## src/verilog/pcs_params.svh

```systemverilog
/* PCS build constants
   Link timer length, local ability word, ack bit position */
`ifndef PCS_PARAMS_SVH
`define PCS_PARAMS_SVH

// Link timer in GTX_CLK cycles, short for simulation
`define PCS_LINK_TIMER 64

// Local ability, full duplex only (bit 5)
`define PCS_ABILITY 16'h0020

`define PCS_ACK_BIT 14 // Ack bit in the config word

`endif

```

## src/verilog/pcs_an_pkg.sv

```systemverilog
/* Auto-negotiation definitions
   Negotiation state encoding shared by the FSM and the top level */
package pcs_an_pkg;

	typedef enum logic [1:0] {
		AN_RESTART, // Sending zero config for one timer period
		AN_ABILITY, // Sending ability, waiting for a stable partner word
		AN_ACK,     // Sending ability with ack
		AN_LINK_OK  // Link up, operate after one more timer period
	} an_state_e;

endpackage

```

## src/verilog/pcs_code_pkg.sv

```systemverilog
/* Code-level definitions for the PCS
   Special characters, transmit ordered-set opcodes, 8b/10b RD- tables */
package pcs_code_pkg;

	typedef enum logic [7:0] {
		K28_5 = 8'hBC, // Comma
		K27_7 = 8'hFB, // Start of packet /S/
		K29_7 = 8'hFD, // End of packet /T/
		K23_7 = 8'hF7, // Carrier extend /R/
		K30_7 = 8'hFE  // Error propagation /V/
	} kchar_e;

	typedef enum logic [2:0] {
		OS_IDLE, OS_CONFIG, OS_START, OS_DATA, OS_END, OS_EXT
	} tx_os_e;

	// Idle and config second code groups
	localparam logic [7:0] D5_6 = 8'hC5;
	localparam logic [7:0] D16_2 = 8'h50;
	localparam logic [7:0] D21_5 = 8'hB5;
	localparam logic [7:0] D2_2 = 8'h42;

	// 5b/6b codes abcdei, RD- column, index is EDCBA
	localparam logic [5:0] TAB6 [32] = '{
		6'b100111, 6'b011101, 6'b101101, 6'b110001, 6'b110101, 6'b101001, 6'b011001,
		6'b111000, 6'b111001, 6'b100101, 6'b010101, 6'b110100, 6'b001101, 6'b101100,
		6'b011100, 6'b010111, 6'b011011, 6'b100011, 6'b010011, 6'b110010, 6'b001011,
		6'b101010, 6'b011010, 6'b111010, 6'b110011, 6'b100110, 6'b010110, 6'b110110,
		6'b001110, 6'b101110, 6'b011110, 6'b101011};

	// 3b/4b codes fghj, RD- column, x.7 is the primary form
	localparam logic [3:0] TAB4 [8] = '{
		4'b1011, 4'b1001, 4'b0101, 4'b1100, 4'b1101, 4'b1010, 4'b0110, 4'b1110};

endpackage

```

## src/verilog/an_fsm.sv

```systemverilog
/* Auto-negotiation FSM
   Exchanges config words through the PCS and raises operate at link up */
`timescale 1ns/1ns
`include "pcs_params.svh"

module an_fsm (
	input  logic                  GTX_CLK,
	input  logic                  arst_n,
	input  logic                  an_bypass,
	input  logic                  rx_los,
	input  logic                  cfg_rx_stb,
	input  logic [15:0]           cfg_rx_val,
	input  logic                  timer_done,
	output logic                  cfg_send,
	output logic [15:0]           cfg_word,
	output logic                  timer_load,
	output logic [15:0]           timer_len,
	output logic                  operate,
	output pcs_an_pkg::an_state_e an_state_mon
);
	import pcs_an_pkg::*;

	an_state_e   state;
	logic [1:0]  match_cnt; // Repeats of the same partner word
	logic [15:0] last_rx;
	logic        tmr_exp;

	assign timer_len = 16'(`PCS_LINK_TIMER);
	assign tmr_exp = timer_done && !timer_load; // Done is stale in the load cycle
	assign an_state_mon = state;
	assign cfg_word = (state == AN_RESTART) ? 16'h0000 :
		(state == AN_ABILITY) ? `PCS_ABILITY : (`PCS_ABILITY | (16'h1 << `PCS_ACK_BIT));

	always_ff @(posedge GTX_CLK or negedge arst_n) begin
		if (!arst_n) begin
			state <= AN_RESTART;
			timer_load <= 1'b1; // Restart period begins out of reset
			operate <= 1'b0;
			cfg_send <= 1'b0;
			match_cnt <= 2'd0;
			last_rx <= 16'h0000;
		end else begin
			timer_load <= 1'b0;
			if (rx_los) begin
				if (state != AN_RESTART)
					timer_load <= 1'b1;
				state <= AN_RESTART;
				operate <= 1'b0;
				cfg_send <= 1'b0;
				match_cnt <= 2'd0;
			end else begin
				case (state)
					AN_RESTART: begin
						cfg_send <= !an_bypass;
						if (an_bypass) begin
							state <= AN_LINK_OK;
							timer_load <= 1'b1;
						end else if (tmr_exp)
							state <= AN_ABILITY;
					end
					AN_ABILITY: if (cfg_rx_stb) begin
						last_rx <= cfg_rx_val;
						if (cfg_rx_val != 16'h0000 && cfg_rx_val == last_rx) begin
							match_cnt <= match_cnt + 2'd1;
							if (match_cnt == 2'd1)
								state <= AN_ACK; // Third equal word
						end else
							match_cnt <= 2'd0;
					end
					AN_ACK: if (cfg_rx_stb && cfg_rx_val[`PCS_ACK_BIT]) begin
						state <= AN_LINK_OK;
						timer_load <= 1'b1;
					end
					default: if (tmr_exp) begin
						operate <= 1'b1;
						cfg_send <= 1'b0;
					end
				endcase
			end
		end
	end

endmodule

```

## src/verilog/dec_8b10b.sv

```systemverilog
/* 8b/10b decoder
   Inverse table lookup with code and running disparity checks, registered */
`timescale 1ns/1ns

module dec_8b10b (
	input  logic       GTX_CLK,
	input  logic       arst_n,
	input  logic [9:0] rxdata,
	output logic [7:0] dec_data,
	output logic       dec_is_k,
	output logic       code_err,
	output logic       disp_err
);
	import pcs_code_pkg::*;

	logic       rd;    // Running disparity, 1 is positive
	logic [5:0] c6;
	logic [3:0] c4;
	logic [3:0] c4a;
	logic [4:0] x;
	logic [2:0] y;
	logic       is28;
	logic       a7;
	logic       v6;
	logic       v4;
	logic       rd6;
	logic       rd_nxt;
	logic       derr;

	assign c6 = rxdata[9:4];
	assign c4 = rxdata[3:0];
	assign is28 = (c6 == 6'b001111) || (c6 == 6'b110000);
	// K28 from RD+ carries the balanced 4b forms inverted
	assign c4a = (c6 == 6'b110000 && $countones(c4) == 2 && c4 != 4'b1100 &&
		c4 != 4'b0011) ? ~c4 : c4;
	assign a7 = (c4a == 4'b0111) || (c4a == 4'b1000);

	always_comb begin
		x = 5'd28;
		v6 = is28;
		for (int i = 0; i < 32; i++) begin
			if (c6 == TAB6[i] || (($countones(TAB6[i]) != 3 || i == 7) && c6 == ~TAB6[i])) begin
				x = i[4:0];
				v6 = 1'b1;
			end
		end
		y = 3'd7;
		v4 = a7;
		for (int j = 0; j < 8; j++) begin
			if (c4a == TAB4[j] || (($countones(TAB4[j]) != 2 || j == 3) && c4a == ~TAB4[j])) begin
				y = j[2:0];
				v4 = 1'b1;
			end
		end
	end

	// RD follows the sign of the last unbalanced sub-block
	assign rd6 = ($countones(c6) > 3) ? 1'b1 : ($countones(c6) < 3) ? 1'b0 : rd;
	assign rd_nxt = ($countones(c4) > 2) ? 1'b1 : ($countones(c4) < 2) ? 1'b0 : rd6;
	assign derr = (!rd && ($countones(c6) < 3 || c6 == 6'b000111)) ||
		(rd && ($countones(c6) > 3 || c6 == 6'b111000)) ||
		(!rd6 && ($countones(c4) < 2 || c4 == 4'b0011)) ||
		(rd6 && ($countones(c4) > 2 || c4 == 4'b1100));

	always_ff @(posedge GTX_CLK or negedge arst_n) begin
		if (!arst_n) begin
			rd <= 1'b0;
			dec_data <= 8'h00;
			dec_is_k <= 1'b0;
			code_err <= 1'b0;
			disp_err <= 1'b0;
		end else begin
			rd <= rd_nxt;
			dec_data <= {y, x};
			dec_is_k <= is28 || (a7 && (x == 5'd23 || x == 5'd27 || x == 5'd29 || x == 5'd30));
			code_err <= !v6 || !v4;
			disp_err <= derr;
		end
	end

endmodule

```

## src/verilog/enc_8b10b.sv

```systemverilog
/* 8b/10b encoder
   Table coding of 5b/6b and 3b/4b sub-blocks with running disparity, registered */
`timescale 1ns/1ns

module enc_8b10b (
	input  logic       GTX_CLK,
	input  logic       arst_n,
	input  logic [7:0] tx_code,
	input  logic       tx_is_k,
	output logic [9:0] txdata,
	output logic       tx_rd
);
	import pcs_code_pkg::*;

	logic [4:0] x;
	logic [2:0] y;
	logic       k28;
	logic [5:0] c6n;
	logic [5:0] c6;
	logic       unb6;
	logic       rd6;
	logic       alt7;
	logic [3:0] c4n;
	logic [3:0] c4;
	logic       unb4;

	assign x = tx_code[4:0];
	assign y = tx_code[7:5];
	assign k28 = tx_is_k && (x == 5'd28);

	// 6b sub-block
	assign c6n = k28 ? 6'b001111 : TAB6[x];
	assign unb6 = ($countones(c6n) != 3);
	// D7 is balanced but still has two forms
	assign c6 = (tx_rd && (unb6 || (x == 5'd7 && !k28))) ? ~c6n : c6n;
	assign rd6 = unb6 ? ~tx_rd : tx_rd; // Unbalanced block always flips RD

	// Alternate x.7 avoids a run of five
	assign alt7 = tx_is_k ||
		(!rd6 && (x == 5'd17 || x == 5'd18 || x == 5'd20)) ||
		(rd6 && (x == 5'd11 || x == 5'd13 || x == 5'd14));
	assign c4n = (y == 3'd7 && alt7) ? 4'b0111 : TAB4[y];
	assign unb4 = ($countones(c4n) != 2);
	// K28 inverts balanced 4b forms when entered from RD+
	assign c4 = ((rd6 && (unb4 || y == 3'd3)) ||
		(k28 && !rd6 && !unb4 && y != 3'd3)) ? ~c4n : c4n;

	always_ff @(posedge GTX_CLK or negedge arst_n) begin
		if (!arst_n) begin
			txdata <= 10'b0011111010; // K28.5 RD-
			tx_rd <= 1'b0;            // Start negative
		end else begin
			txdata <= {c6, c4};
			tx_rd <= unb4 ? ~rd6 : rd6;
		end
	end

endmodule

```

## src/verilog/gmii_link.sv

```systemverilog
/* 1000BASE-X PCS top, PHY side of a GMII link
   Transmit and receive paths, auto-negotiation and link timer on GTX_CLK */
`timescale 1ns/1ns

module gmii_link (
	input  logic                  GTX_CLK,
	input  logic                  arst_n,
	input  logic [7:0]            TXD,
	input  logic                  TX_EN,
	input  logic                  TX_ER,
	input  logic [9:0]            rxdata,
	input  logic                  rx_los,
	input  logic                  an_bypass,
	output logic [9:0]            txdata,
	output logic [7:0]            RXD,
	output logic                  RX_DV,
	output logic                  RX_ER,
	output logic                  operate,
	output pcs_an_pkg::an_state_e an_state_mon,
	output logic [15:0]           lacr_rx
);
	logic [7:0]  tx_code;
	logic        tx_is_k;
	logic        tx_rd;
	logic [7:0]  dec_data;
	logic        dec_is_k;
	logic        code_err;
	logic        disp_err;
	logic        cfg_send;
	logic [15:0] cfg_word;
	logic        cfg_rx_stb;
	logic        timer_load;
	logic [15:0] timer_len;
	logic        timer_done;

	pcs_tx u_tx (.GTX_CLK, .arst_n, .TXD, .TX_EN, .TX_ER, .cfg_send, .cfg_word,
		.tx_rd, .tx_code, .tx_is_k);

	enc_8b10b u_enc (.GTX_CLK, .arst_n, .tx_code, .tx_is_k, .txdata, .tx_rd);

	dec_8b10b u_dec (.GTX_CLK, .arst_n, .rxdata, .dec_data, .dec_is_k, .code_err, .disp_err);

	// Received config word doubles as the lacr monitor
	pcs_rx u_rx (.GTX_CLK, .arst_n, .dec_data, .dec_is_k, .code_err, .disp_err, .rx_los,
		.RXD, .RX_DV, .RX_ER, .cfg_rx_stb, .cfg_rx_val(lacr_rx));

	an_fsm u_an (.GTX_CLK, .arst_n, .an_bypass, .rx_los, .cfg_rx_stb, .cfg_rx_val(lacr_rx),
		.timer_done, .cfg_send, .cfg_word, .timer_load, .timer_len, .operate, .an_state_mon);

	link_timer u_timer (.GTX_CLK, .arst_n, .timer_load, .timer_len, .timer_done);

endmodule

```

## src/verilog/link_timer.sv

```systemverilog
/* Link timer
   Loadable down-counter, done level held at zero until the next load */
`timescale 1ns/1ns

module link_timer (
	input  logic        GTX_CLK,
	input  logic        arst_n,
	input  logic        timer_load,
	input  logic [15:0] timer_len,
	output logic        timer_done
);
	logic [15:0] count;

	always_ff @(posedge GTX_CLK or negedge arst_n) begin
		if (!arst_n)
			count <= 16'd0;
		else if (timer_load)
			count <= timer_len;
		else if (count != 16'd0)
			count <= count - 16'd1; // Stops at zero
	end

	assign timer_done = (count == 16'd0);

endmodule

```

## src/verilog/pcs_rx.sv

```systemverilog
/* Receive ordered-set parser
   Rebuilds GMII receive signals and captures config words */
`timescale 1ns/1ns

module pcs_rx (
	input  logic        GTX_CLK,
	input  logic        arst_n,
	input  logic [7:0]  dec_data,
	input  logic        dec_is_k,
	input  logic        code_err,
	input  logic        disp_err,
	input  logic        rx_los,
	output logic [7:0]  RXD,
	output logic        RX_DV,
	output logic        RX_ER,
	output logic        cfg_rx_stb,
	output logic [15:0] cfg_rx_val
);
	import pcs_code_pkg::*;

	logic [1:0] idx;     // Position after the last comma
	logic [7:0] cfg_lo;
	logic       err;

	assign err = code_err | disp_err;

	always_ff @(posedge GTX_CLK) begin
		if (idx == 2'd2)
			cfg_lo <= dec_data;
	end

	always_ff @(posedge GTX_CLK or negedge arst_n) begin
		if (!arst_n) begin
			RXD <= 8'h00;
			RX_DV <= 1'b0;
			RX_ER <= 1'b0;
			cfg_rx_stb <= 1'b0;
			cfg_rx_val <= 16'h0000;
			idx <= 2'd0;
		end else begin
			cfg_rx_stb <= 1'b0;
			if (rx_los) begin
				RX_DV <= 1'b0;
				RX_ER <= 1'b0;
				idx <= 2'd0;
			end else if (RX_DV) begin
				idx <= 2'd0;
				// /T/ ends the frame, a comma means the end was lost
				if (dec_is_k && (dec_data == K29_7 || dec_data == K28_5)) begin
					RX_DV <= 1'b0;
					RX_ER <= 1'b0;
				end else begin
					RXD <= dec_data;
					RX_ER <= err | dec_is_k; // /V/ or any stray K
				end
			end else if (dec_is_k && dec_data == K27_7) begin
				RX_DV <= 1'b1;
				RXD <= 8'h55; // /S/ stands for the first preamble byte
				RX_ER <= err;
				idx <= 2'd0;
			end else begin
				RX_ER <= 1'b0;
				if (dec_is_k && dec_data == K28_5 && !err)
					idx <= 2'd1;
				else if (err || dec_is_k)
					idx <= 2'd0;
				else begin
					case (idx)
						2'd1: idx <= (dec_data == D21_5 || dec_data == D2_2) ? 2'd2 : 2'd0;
						2'd2: idx <= 2'd3;
						2'd3: begin
							cfg_rx_val <= {dec_data, cfg_lo};
							cfg_rx_stb <= 1'b1;
							idx <= 2'd0;
						end
						default: idx <= 2'd0; // Idle, nothing to collect
					endcase
				end
			end
		end
	end

endmodule

```

## src/verilog/pcs_tx.sv

```systemverilog
/* Transmit ordered-set generator
   GMII frames and config requests in, code groups for the encoder out */
`timescale 1ns/1ns

module pcs_tx (
	input  logic        GTX_CLK,
	input  logic        arst_n,
	input  logic [7:0]  TXD,
	input  logic        TX_EN,
	input  logic        TX_ER,
	input  logic        cfg_send,
	input  logic [15:0] cfg_word,
	input  logic        tx_rd,
	output logic [7:0]  tx_code,
	output logic        tx_is_k
);
	import pcs_code_pkg::*;

	tx_os_e      os;       // Set currently being sent
	logic        odd;      // Group in tx_code sits at an odd position
	logic        tx_en_q;
	logic        c_alt;    // /C1/ or /C2/
	logic [1:0]  cnt;      // Group index inside a config set
	logic [15:0] cfg_hold;

	always_ff @(posedge GTX_CLK) begin
		if (os != OS_CONFIG || cnt == 2'd3)
			cfg_hold <= cfg_word; // Word frozen for the whole set
	end

	always_ff @(posedge GTX_CLK or negedge arst_n) begin
		if (!arst_n) begin
			os <= OS_IDLE;
			odd <= 1'b0;
			tx_en_q <= 1'b0;
			c_alt <= 1'b0;
			cnt <= 2'd0;
			tx_code <= K28_5;
			tx_is_k <= 1'b1;
		end else begin
			tx_en_q <= TX_EN;
			odd <= ~odd;
			if (TX_EN && !tx_en_q) begin
				os <= OS_START; // /S/ replaces the first byte
				tx_code <= K27_7;
				tx_is_k <= 1'b1;
			end else if (TX_EN) begin
				os <= OS_DATA;
				tx_code <= TX_ER ? K30_7 : TXD;
				tx_is_k <= TX_ER;
			end else if (tx_en_q) begin
				os <= OS_END;
				tx_code <= K29_7;
				tx_is_k <= 1'b1;
			end else if (os == OS_END || (os == OS_EXT && !odd)) begin
				os <= OS_EXT; // Second /R/ only to reach even position
				tx_code <= K23_7;
				tx_is_k <= 1'b1;
			end else if (os == OS_CONFIG && cnt != 2'd3) begin
				cnt <= cnt + 2'd1;
				tx_is_k <= 1'b0;
				case (cnt)
					2'd0: tx_code <= c_alt ? D2_2 : D21_5;
					2'd1: tx_code <= cfg_hold[7:0];
					default: begin
						tx_code <= cfg_hold[15:8];
						c_alt <= ~c_alt;
					end
				endcase
			end else if (os == OS_IDLE && !odd) begin
				tx_code <= tx_rd ? D5_6 : D16_2; // Leave RD negative
				tx_is_k <= 1'b0;
			end else begin
				os <= cfg_send ? OS_CONFIG : OS_IDLE; // New set at even position
				cnt <= 2'd0;
				tx_code <= K28_5;
				tx_is_k <= 1'b1;
			end
		end
	end

endmodule
```

## config.mk

```make
export PLATFORM = sky130hd
export DESIGN_NAME = gmii_link
export DESIGN_NICKNAME = d
export VERILOG_FILES = /design/src/verilog/pcs_an_pkg.sv /design/src/verilog/pcs_code_pkg.sv /design/src/verilog/an_fsm.sv /design/src/verilog/dec_8b10b.sv /design/src/verilog/enc_8b10b.sv /design/src/verilog/gmii_link.sv /design/src/verilog/link_timer.sv /design/src/verilog/pcs_rx.sv /design/src/verilog/pcs_tx.sv
export VERILOG_INCLUDE_DIRS = /design/src /design/src/verilog
export SDC_FILE = /design/constraint.sdc
export NUM_CORES = 1
export LEC_CHECK = 0
export ABC_AREA = 1
export BUFFER_PORTS_ARGS = -buffer_cell sky130_fd_sc_hd__buf_2
export CORE_MARGIN = 2
export CORE_UTILIZATION = 45
export CTS_CLUSTER_DIAMETER = 60
export DETAILED_ROUTE_END_ITERATION = 16
export GPL_ROUTABILITY_DRIVEN = 0
export PLACE_DENSITY = 0.64
export SYNTH_ARGS = -nofsm -noshare
export SYNTH_HDL_FRONTEND = slang
export SYNTH_SLANG_ARGS = --single-unit
```

## constraint.sdc

```tcl
create_clock -name GTX_CLK -period 7.05 [get_ports GTX_CLK]
set_clock_uncertainty 0.2 [all_clocks]
set_input_delay 0.3525 -clock GTX_CLK [delete_from_list [all_inputs] [get_ports GTX_CLK]]
set_output_delay 0.3525 -clock GTX_CLK [all_outputs]
set_load 0.02 [all_outputs]
```

Word level (Yosys, flattened, before mapping)
Memories as Yosys holds them, arrays and structs flattened.
Index checks and enable logic that the tools add are counted.
{"block": "totals", "inputBits": 24, "out_inout_bits": 39, "mem_count": 2, "wordCells": 475, "ff_bits": 132, "mem_bits_ro": 224}
{"block": "classes", "n_bitwise": 21, "reduce_logical": 114, "order_cmp": 6, "n_addsub": 19, "n_eq_ne": 114, "mux": 170}
{"name": "(name not given)", "depth": 32, "word_bits": 6, "read_ports": 1, "rd_clocked_by_memory_dff": 0, "wr": 0, "line": "enc_8b10b.sv:32", "text": "assign c6n = k28 ? 6'b001111 : TAB6[x];"}
{"name": "(name not given)", "depth": 8, "word_bits": 4, "read_ports": 1, "rd_clocked_by_memory_dff": 0, "wr": 0, "line": "enc_8b10b.sv:42", "text": "assign c4n = (y == 3'd7 && alt7) ? 4'b0111 : TAB4[y];"}
{"cell": "$add A32 B32 Y32", "n": 6}
{"cell": "$mux W5", "n": 32}
{"cell": "$eq A6 B6 Y1 const B", "n": 24}
{"cell": "$mux W8", "n": 12}
{"cell": "$eq A6 B5 Y1 const B", "n": 14}
{"cell": "$mux W1", "n": 76}
{"cell": "$gt A32 B3 Y1 const B", "n": 2}
{"cell": "$lt A32 B3 Y1 const B", "n": 2}
{"cell": "$ne A32 B3 Y1 const B", "n": 2}
{"cell": "$logic_or A1 B1 Y1", "n": 46}
{"cell": "$eq A6 B4 Y1 const B", "n": 7}
{"cell": "$mux W3", "n": 14}
{"cell": "$eq A5 B5 Y1 const B", "n": 8}
{"cell": "$mux W2", "n": 19}
{"cell": "$eq A32 B3 Y1 const B", "n": 1}
{"cell": "$eq A4 B4 Y1 const B", "n": 8}
{"cell": "$eq A8 B8 Y1 const B", "n": 4}
{"cell": "$mux W16", "n": 2}
{"cell": "$reduce_bool A16 Y1", "n": 2}
{"cell": "$logic_and A1 B1 Y1", "n": 29}
{"cell": "$mux W6", "n": 4}
{"cell": "$add A1 B1 Y2", "n": 10}
{"cell": "$mux W4", "n": 5}
{"cell": "$eq A6 B3 Y1 const B", "n": 3}
{"cell": "49 further kinds", "n": 112}

Logic depth before layout (Yosys ltp)
{"block": "depth", "word_depth": 40, "mapped_depth": 39, "ltp_nobuf": 38}

Modules after synthesis
Synthesis repeated with hierarchy kept, for this count alone.
{"block": "hier_totals", "cells_unflattened": 1131, "hier_area_um2": 8718.4}
{"mod": "pcs_rx", "area_per_inst_um2": 1685.4, "cells_per_inst": 178, "n_inst": 1, "seq_area_each_um2": 965.9}
{"mod": "an_fsm", "area_per_inst_um2": 1631.6, "cells_per_inst": 224, "n_inst": 1, "seq_area_each_um2": 576.8}
{"mod": "dec_8b10b", "area_per_inst_um2": 1604.0, "cells_per_inst": 249, "n_inst": 1, "seq_area_each_um2": 300.3}
{"mod": "pcs_tx", "area_per_inst_um2": 1482.7, "cells_per_inst": 149, "n_inst": 1, "seq_area_each_um2": 913.4}
{"mod": "enc_8b10b", "area_per_inst_um2": 1181.1, "cells_per_inst": 163, "n_inst": 1, "seq_area_each_um2": 282.8}
{"mod": "link_timer", "area_per_inst_um2": 1133.6, "cells_per_inst": 168, "n_inst": 1, "seq_area_each_um2": 400.4}

Worst setup path before layout
OpenSTA, ideal clock, no wires.
{"block": "synth_timing", "kind": "reg2reg", "startpoint": "register u_tx.tx_code[2]", "endpoint": "register u_enc.txdata[0]", "synth_period_minus_slack_ns": 5.424, "slack_ns": 1.626, "setup_time_ns": 0.136, "stages_incl_launch_ff": 33, "t_required_ns": 6.714, "path_buffers": 1, "arrival_time_ns": 5.088, "path_cell_list": "dfstp_2 > clkbuf_1 > inv_1 > nor2_1 > inv_1 > nor2_1 > a21oi_1 > o22ai_1 > o21ai_0 > inv_1 > ha_1 > fa_1 > ha_1 > nand2_1 > nor3_1 > or2_2 > nand2_1 > inv_1 > o21ai_0 > nand2_1 > a21oi_1 > inv_1 > ha_1 > ha_1 > inv_1 > fa_1 > nor2_1 > nand2_1 > a21oi_1 > inv_1 > o21ai_0 > o21ai_1 > xnor2_1"}
{"block": "synth_between", "elab_chain_cells": 24, "word_cells_on_any_way": 44, "cone_classes": "add/sub: 8; eq/ne: 9; mux: 6; bitwise: 2; reduce/logical: 18; memory: 1"}
{"item": "start: declaration", "line": "pcs_tx.sv:14", "text": "output logic [7:0] tx_code,"}
{"item": "start signal: assignment", "line": "pcs_tx.sv:49", "text": "tx_code <= TX_ER ? K30_7 : TXD;"}
{"item": "start signal: assignment", "line": "pcs_tx.sv:63", "text": "2'd0: tx_code <= c_alt ? D2_2 : D21_5;"}
{"item": "start signal: assignment", "line": "pcs_tx.sv:64", "text": "2'd1: tx_code <= cfg_hold[7:0];"}
{"item": "$not A5 Y6 (not written as such)", "line": "enc_8b10b.sv:32"}
{"item": "$mem_v2 Z32 W6"}
{"item": "$mux W6 (not written as such) (2 in a row)", "line": "enc_8b10b.sv:32"}
{"item": "$mux W6", "line": "enc_8b10b.sv:32"}
{"item": "$add A1 B1 Y2 (not written as such)", "line": "enc_8b10b.sv:33", "text": "assign unb6 = ($countones(c6n) != 3);"}
{"item": "$add A32 B32 Y32 (not written as such) (2 in a row)", "line": "enc_8b10b.sv:33"}
{"item": "$ne A32 B3 Y1", "line": "enc_8b10b.sv:33"}
{"item": "$mux W1", "line": "enc_8b10b.sv:36", "text": "assign rd6 = unb6 ? ~tx_rd : tx_rd;"}
{"item": "[... 6 more ...]"}
{"item": "$add A1 B1 Y2 (not written as such)", "line": "enc_8b10b.sv:43", "text": "assign unb4 = ($countones(c4n) != 2);"}
{"item": "$add A32 B32 Y32 (not written as such)", "line": "enc_8b10b.sv:43"}
{"item": "$ne A32 B3 Y1", "line": "enc_8b10b.sv:43"}
{"item": "$logic_not A1 Y1", "line": "enc_8b10b.sv:46", "text": "(k28 && !rd6 && !unb4 && y != 3'd3)) ? ~c4n : c4n;"}
{"item": "$logic_and A1 B1 Y1 (2 in a row)", "line": "enc_8b10b.sv:46"}
{"item": "$logic_or A1 B1 Y1", "line": "enc_8b10b.sv:45", "text": "assign c4 = ((rd6 && (unb4 || y == 3'd3)) ||"}
{"item": "$mux W4 (*)", "line": "enc_8b10b.sv:46"}
{"item": "named net u_enc.c4[0]", "line": "enc_8b10b.sv:24", "text": "logic [3:0] c4;"}
{"item": "end signal: assignment", "line": "enc_8b10b.sv:53", "text": "txdata <= {c6, c4};"}
{"item": "end: declaration", "line": "enc_8b10b.sv:10", "text": "output logic [9:0] txdata,"}
The timed path passes the listed nets; every way through them passes the cells marked *. The select of a mux whose other input is x is not followed.
A chain may end at the register's enable or synchronous reset.

Worst setup path in the final report
{"block": "layout_timing", "startpoint": "register u_tx.tx_code[0]", "endpoint": "register u_enc.txdata[0]"}
The elaborated chain is that of the path after synthesis.

==> summary.log <==
[pwr] post-route total power 2490 uW
[timing] final setup violating endpoints 0
[critical_path] launch instance of the worst register-to-register path u_tx.tx_code[0]
[timing] unrepaired setup endpoints after global routing false
[floorplan] starting density of the core 46.5%
[cells_and_area] post-layout net count 1053
[critical_path] path depth of the worst reg2reg path 31
[pwr] NetSw 792 uW
[critical_path] dominant delay contributor by cell family on the critical path adder cells
[synth] post-synthesis register bit count 118
[floorplan] overall die area 16800 sq um
[critical_path] type of the worst setup path flop to flop
[critical_path] Worst EP arrival 5.95 ns
[global_routing] largest net degree at the start of global routing 60
[critical_path] buffers and inverters on the worst path 6
[clocking] post-CTS setup buffers 0
[detailed_routing] number of optimization iterations in the first detailed-route pass 5
[critical_path] critical path endpoint category flop
[synth] area of the mapped netlist 7120 sq um
[critical_path] reg2reg end u_enc.txdata[0]
[pwr] internal cell power 1700 uW
[cells_and_area] most common cell after layout, fill and taps aside sky130_fd_sc_hd__nand2_1
[critical_path] delay contributed by the slowest stage of the critical path 0.44 ns
[run_status] status completed
[cells_and_area] area added between synthesis and finish 16.7%
[critical_path] cell count along the critical path 31
[synth] cell count after synthesis 906
[pwr] fraction of power spent switching nets 31.8%
[synth] Synth Warn # 0
[cells_and_area] sequential cell area 3020 sq um
[synth] number of distinct library cell variants in the gate-level netlist after synthesis 43
[synth] syn_nets 982
[floorplan] placeable core area 15300 sq um
[clocking] H-tree Lvls 4
[cells_and_area] top library cells by usage in the layout, fill and taps aside 180 x sky130_fd_sc_hd__nand2_1, 147 x sky130_fd_sc_hd__inv_1, 102 x sky130_fd_sc_hd__nor2_1
[clocking] cts-stage hold buffer count 3
[clocking] cell chosen for the clock root sky130_fd_sc_hd__clkbuf_16
[cells_and_area] ratio of cells with drive above 1 in the final layout 12.0%
[detailed_routing] number of nets with antenna violations after routing 0
[timing] Highest Clock Rate 170 MHz
[detailed_routing] DRT iter0 DRCs 432
[hold_path] WHS Endpoint u_tx.tx_code[7]
[clocking] largest buffer count on any clock path 2
[cells_and_area] Fill cells 1467
[synth] post-synth top area cell sky130_fd_sc_hd__dfrtp_1
[floorplan] total number of placement rows 45
[synth] average instance area after synthesis 7.86 sq um
[clocking] post-cts sizing count 0
[cells_and_area] antenna fix cells 0
[timing] final-report hold violation count 0
[run] total of max-cap violations 0
[global_routing] first-pass GRT wire length 26.3 mm
[detailed_routing] number of DRC violations after detailed routing 0
[detailed_routing] via count 5998
[hold_path] startpoint of the lowest-slack hold path TXD[7]
[clocking] sinks on the clock net 118
[timing] Fin Setup TNS 0 ns
[detailed_routing] Total Wirelength 15.3 mm
[pwr] leakage power figure 0.00421 uW
[clocking] Clock transition at path regs 0.05 ns
[global_routing] number of antenna violations at the first check in global routing 0
[critical_path] cell type of the slowest stage on the worst timing path sky130_fd_sc_hd__dfrtp_1
[critical_path] required time reported for the critical path endpoint 7.13 ns
[floorplan] chip height 130 um
[placement] IO buf count 62
[floorplan] count of pins on the block boundary 63
[pwr] power per cell area 300 nW/um^2
[global_routing] number of global-route vias before repair 5752
[pwr] sequential cell fraction of total power 35.4%
[critical_path] startpoint types flop
[clocking] Clk Latency, worst-skew pair 0.41 ns
[clocking] CTS Buf Count 17
[critical_path] Worst Path Max Fanout 6
[hold_path] Hold Path Depth 3
[hold_path] class of the most critical hold timing path primary input to flop
[global_routing] overflow left after global routing 0
[timing] min cycle time layout 5.87 ns
[global_routing] GRT Total Usage 19.6%
[detailed_routing] Vias/cell 4.99
[timing] tightest slew margin relative to the limit 38.5%
[pwr] power share of the combinational group 27.5%
[synth] Area contributors post-synth sky130_fd_sc_hd__dfrtp_1 33%, sky130_fd_sc_hd__nand2_1 9.5%, sky130_fd_sc_hd__ha_1 8.1%
[detailed_routing] wire length per cell 12.8 um
[placement] detailed placer's ending HPWL 11.5 mm
[pwr] Worst IR Drop VDD 0.178 mV
[floorplan] width of the die 130 um
[synth] area share of the largest cell type after synthesis 33.4%
[clocking] CTS tree done
[critical_path] CP dominant cell by count sky130_fd_sc_hd__inv_1
[timing] Tightest Pin Transition 0.915 ns
[cells_and_area] area of combinational cells with multiple inputs 3460 sq um
[pwr] clock network fraction of design power 37.1%
[critical_path] register-to-register path setup slack 1.18 ns
[timing] number of max-slew violations in the final report 0
[synth] Seq/Total Area, Yosys 42.4%
[timing] final critical-path share of the clock period 83.3%
[layout make-up]
| type | count | share of cell area (%) |
|---|---|---|
| clock inverters | 11 | 2.17 |
| repair buffers | 67 | 4.30 |
| multi-input cells | 618 | 41.6 |
| clock buffers | 21 | 5.42 |
| flip-flops and latches | 118 | 36.3 |
| well taps | 211 | 3.18 |
| inverters | 155 | 7.00 |
[metrics by stage]
stage,instances,setup WS (ns),hold WS (ns),utilization [%],cell area (sq um)
floorplan,906,1.63,-0.143,-,7120
global placement,1166,1.32,0.221,50.0,7650
detailed placement,1166,1.22,0.229,50.0,7650
CTS,1201,1.17,0.00836,54.3,8310
global route,1201,0.679,0.0188,54.3,8310
finish,1201,1.18,0.0187,54.3,8310
[how the worst max path moves through the flow]
stage,start,end,slack (ns)
floorplan,u_tx.tx_code[2],u_enc.txdata[0],1.63
global placement,u_tx.tx_code[0],u_enc.txdata[0],1.32
detailed placement,u_tx.tx_code[0],u_enc.txdata[1],1.22
CTS,u_tx.tx_code[0],u_enc.txdata[1],1.17
global route,u_tx.tx_code[0],u_enc.txdata[0],0.68
finish,u_tx.tx_code[0],u_enc.txdata[0],1.18
[metal layers]
metal,wire [um],global-route usage [%]
met5,0,0
met4,180,6.58
met3,673,4.67
met2,7250,32.1
met1,7220,25.6
[kinds of logic after synthesis]
group	after synthesis	synth area share, %
XOR/XNOR	32	3.94
AO/OA/AOI/OAI	151	12.2
flip-flops	118	42.4
AND/OR/NAND/NOR	383	22.7
adder cells (fa/ha/maj)	52	9.77
buffers and inverters	170	9.01
[synth_stat cells]
cell type and count:
sky130_fd_sc_hd__nor4b_1 1, sky130_fd_sc_hd__ha_1 46, sky130_fd_sc_hd__fa_1 6, sky130_fd_sc_hd__nand2_2 3
sky130_fd_sc_hd__o211ai_1 1, sky130_fd_sc_hd__o22ai_1 16, sky130_fd_sc_hd__xor2_1 19, sky130_fd_sc_hd__o21ai_1 1
sky130_fd_sc_hd__o32ai_1 2, sky130_fd_sc_hd__and2_1 2, sky130_fd_sc_hd__o311ai_0 1, sky130_fd_sc_hd__buf_2 3
sky130_fd_sc_hd__o31ai_1 6, sky130_fd_sc_hd__a22oi_1 2, sky130_fd_sc_hd__o221ai_1 4, sky130_fd_sc_hd__xnor2_1 13
sky130_fd_sc_hd__o41ai_1 1, sky130_fd_sc_hd__a211oi_1 2, sky130_fd_sc_hd__nor2_1 102, sky130_fd_sc_hd__nand2_1 180
sky130_fd_sc_hd__nand3_1 46, sky130_fd_sc_hd__o22ai_2 1, sky130_fd_sc_hd__clkbuf_1 12, sky130_fd_sc_hd__dfstp_2 13
sky130_fd_sc_hd__or2_2 2, sky130_fd_sc_hd__a21boi_0 1, sky130_fd_sc_hd__a21oi_1 37, sky130_fd_sc_hd__o21bai_1 1
sky130_fd_sc_hd__clkinv_1 2, sky130_fd_sc_hd__inv_1 147, sky130_fd_sc_hd__nand2_4 1, sky130_fd_sc_hd__a221o_1 1
sky130_fd_sc_hd__dfrtp_1 95, sky130_fd_sc_hd__nor4_1 9, sky130_fd_sc_hd__a2111oi_0 2, sky130_fd_sc_hd__inv_2 6
sky130_fd_sc_hd__edfxtp_1 10, sky130_fd_sc_hd__a31oi_1 6, sky130_fd_sc_hd__o21ai_0 65, sky130_fd_sc_hd__nor3_1 21
sky130_fd_sc_hd__nand3b_1 2, sky130_fd_sc_hd__nand4_1 14, sky130_fd_sc_hd__a21o_1 1
[worst register-to-register path: cells and delay by family, from the launching register on]
kind                     cells  cell delay, ns
adder cells (fa/ha/maj)      7            2.15
AO/OA/AOI/OAI                7            1.15
AND/OR/NAND/NOR             10            1.11
buffers and inverters        6            0.51
flip-flops                   1            0.44
XOR/XNOR                     1            0.18
[power by group through the flow]
stage | registers, uW | logic [uW] | clock network [uW]
final | 883 | 686 | 925
after global routing | 899 | 790 | 975
after CTS | 884 | 695 | 938
after detailed placement | 895 | 691 | 0
after global placement | 895 | 681 | 0
after floorplan | 923 | 478 | 0
[sequential cells by signal (all words and copies together) (netlist names), 3 cells and up]
| name | flops |
|---|---|
| u_enc.txdata | 10 |
| u_rx.cfg_lo | 8 |
| u_dec.dec_data | 8 |
| u_rx.cfg_rx_val | 16 |
| u_rx.RXD | 8 |
| u_tx.tx_code | 8 |
| u_an.last_rx | 16 |
| u_tx.os | 3 |
| u_timer.count | 16 |
(Power assumes the default switching activity.)
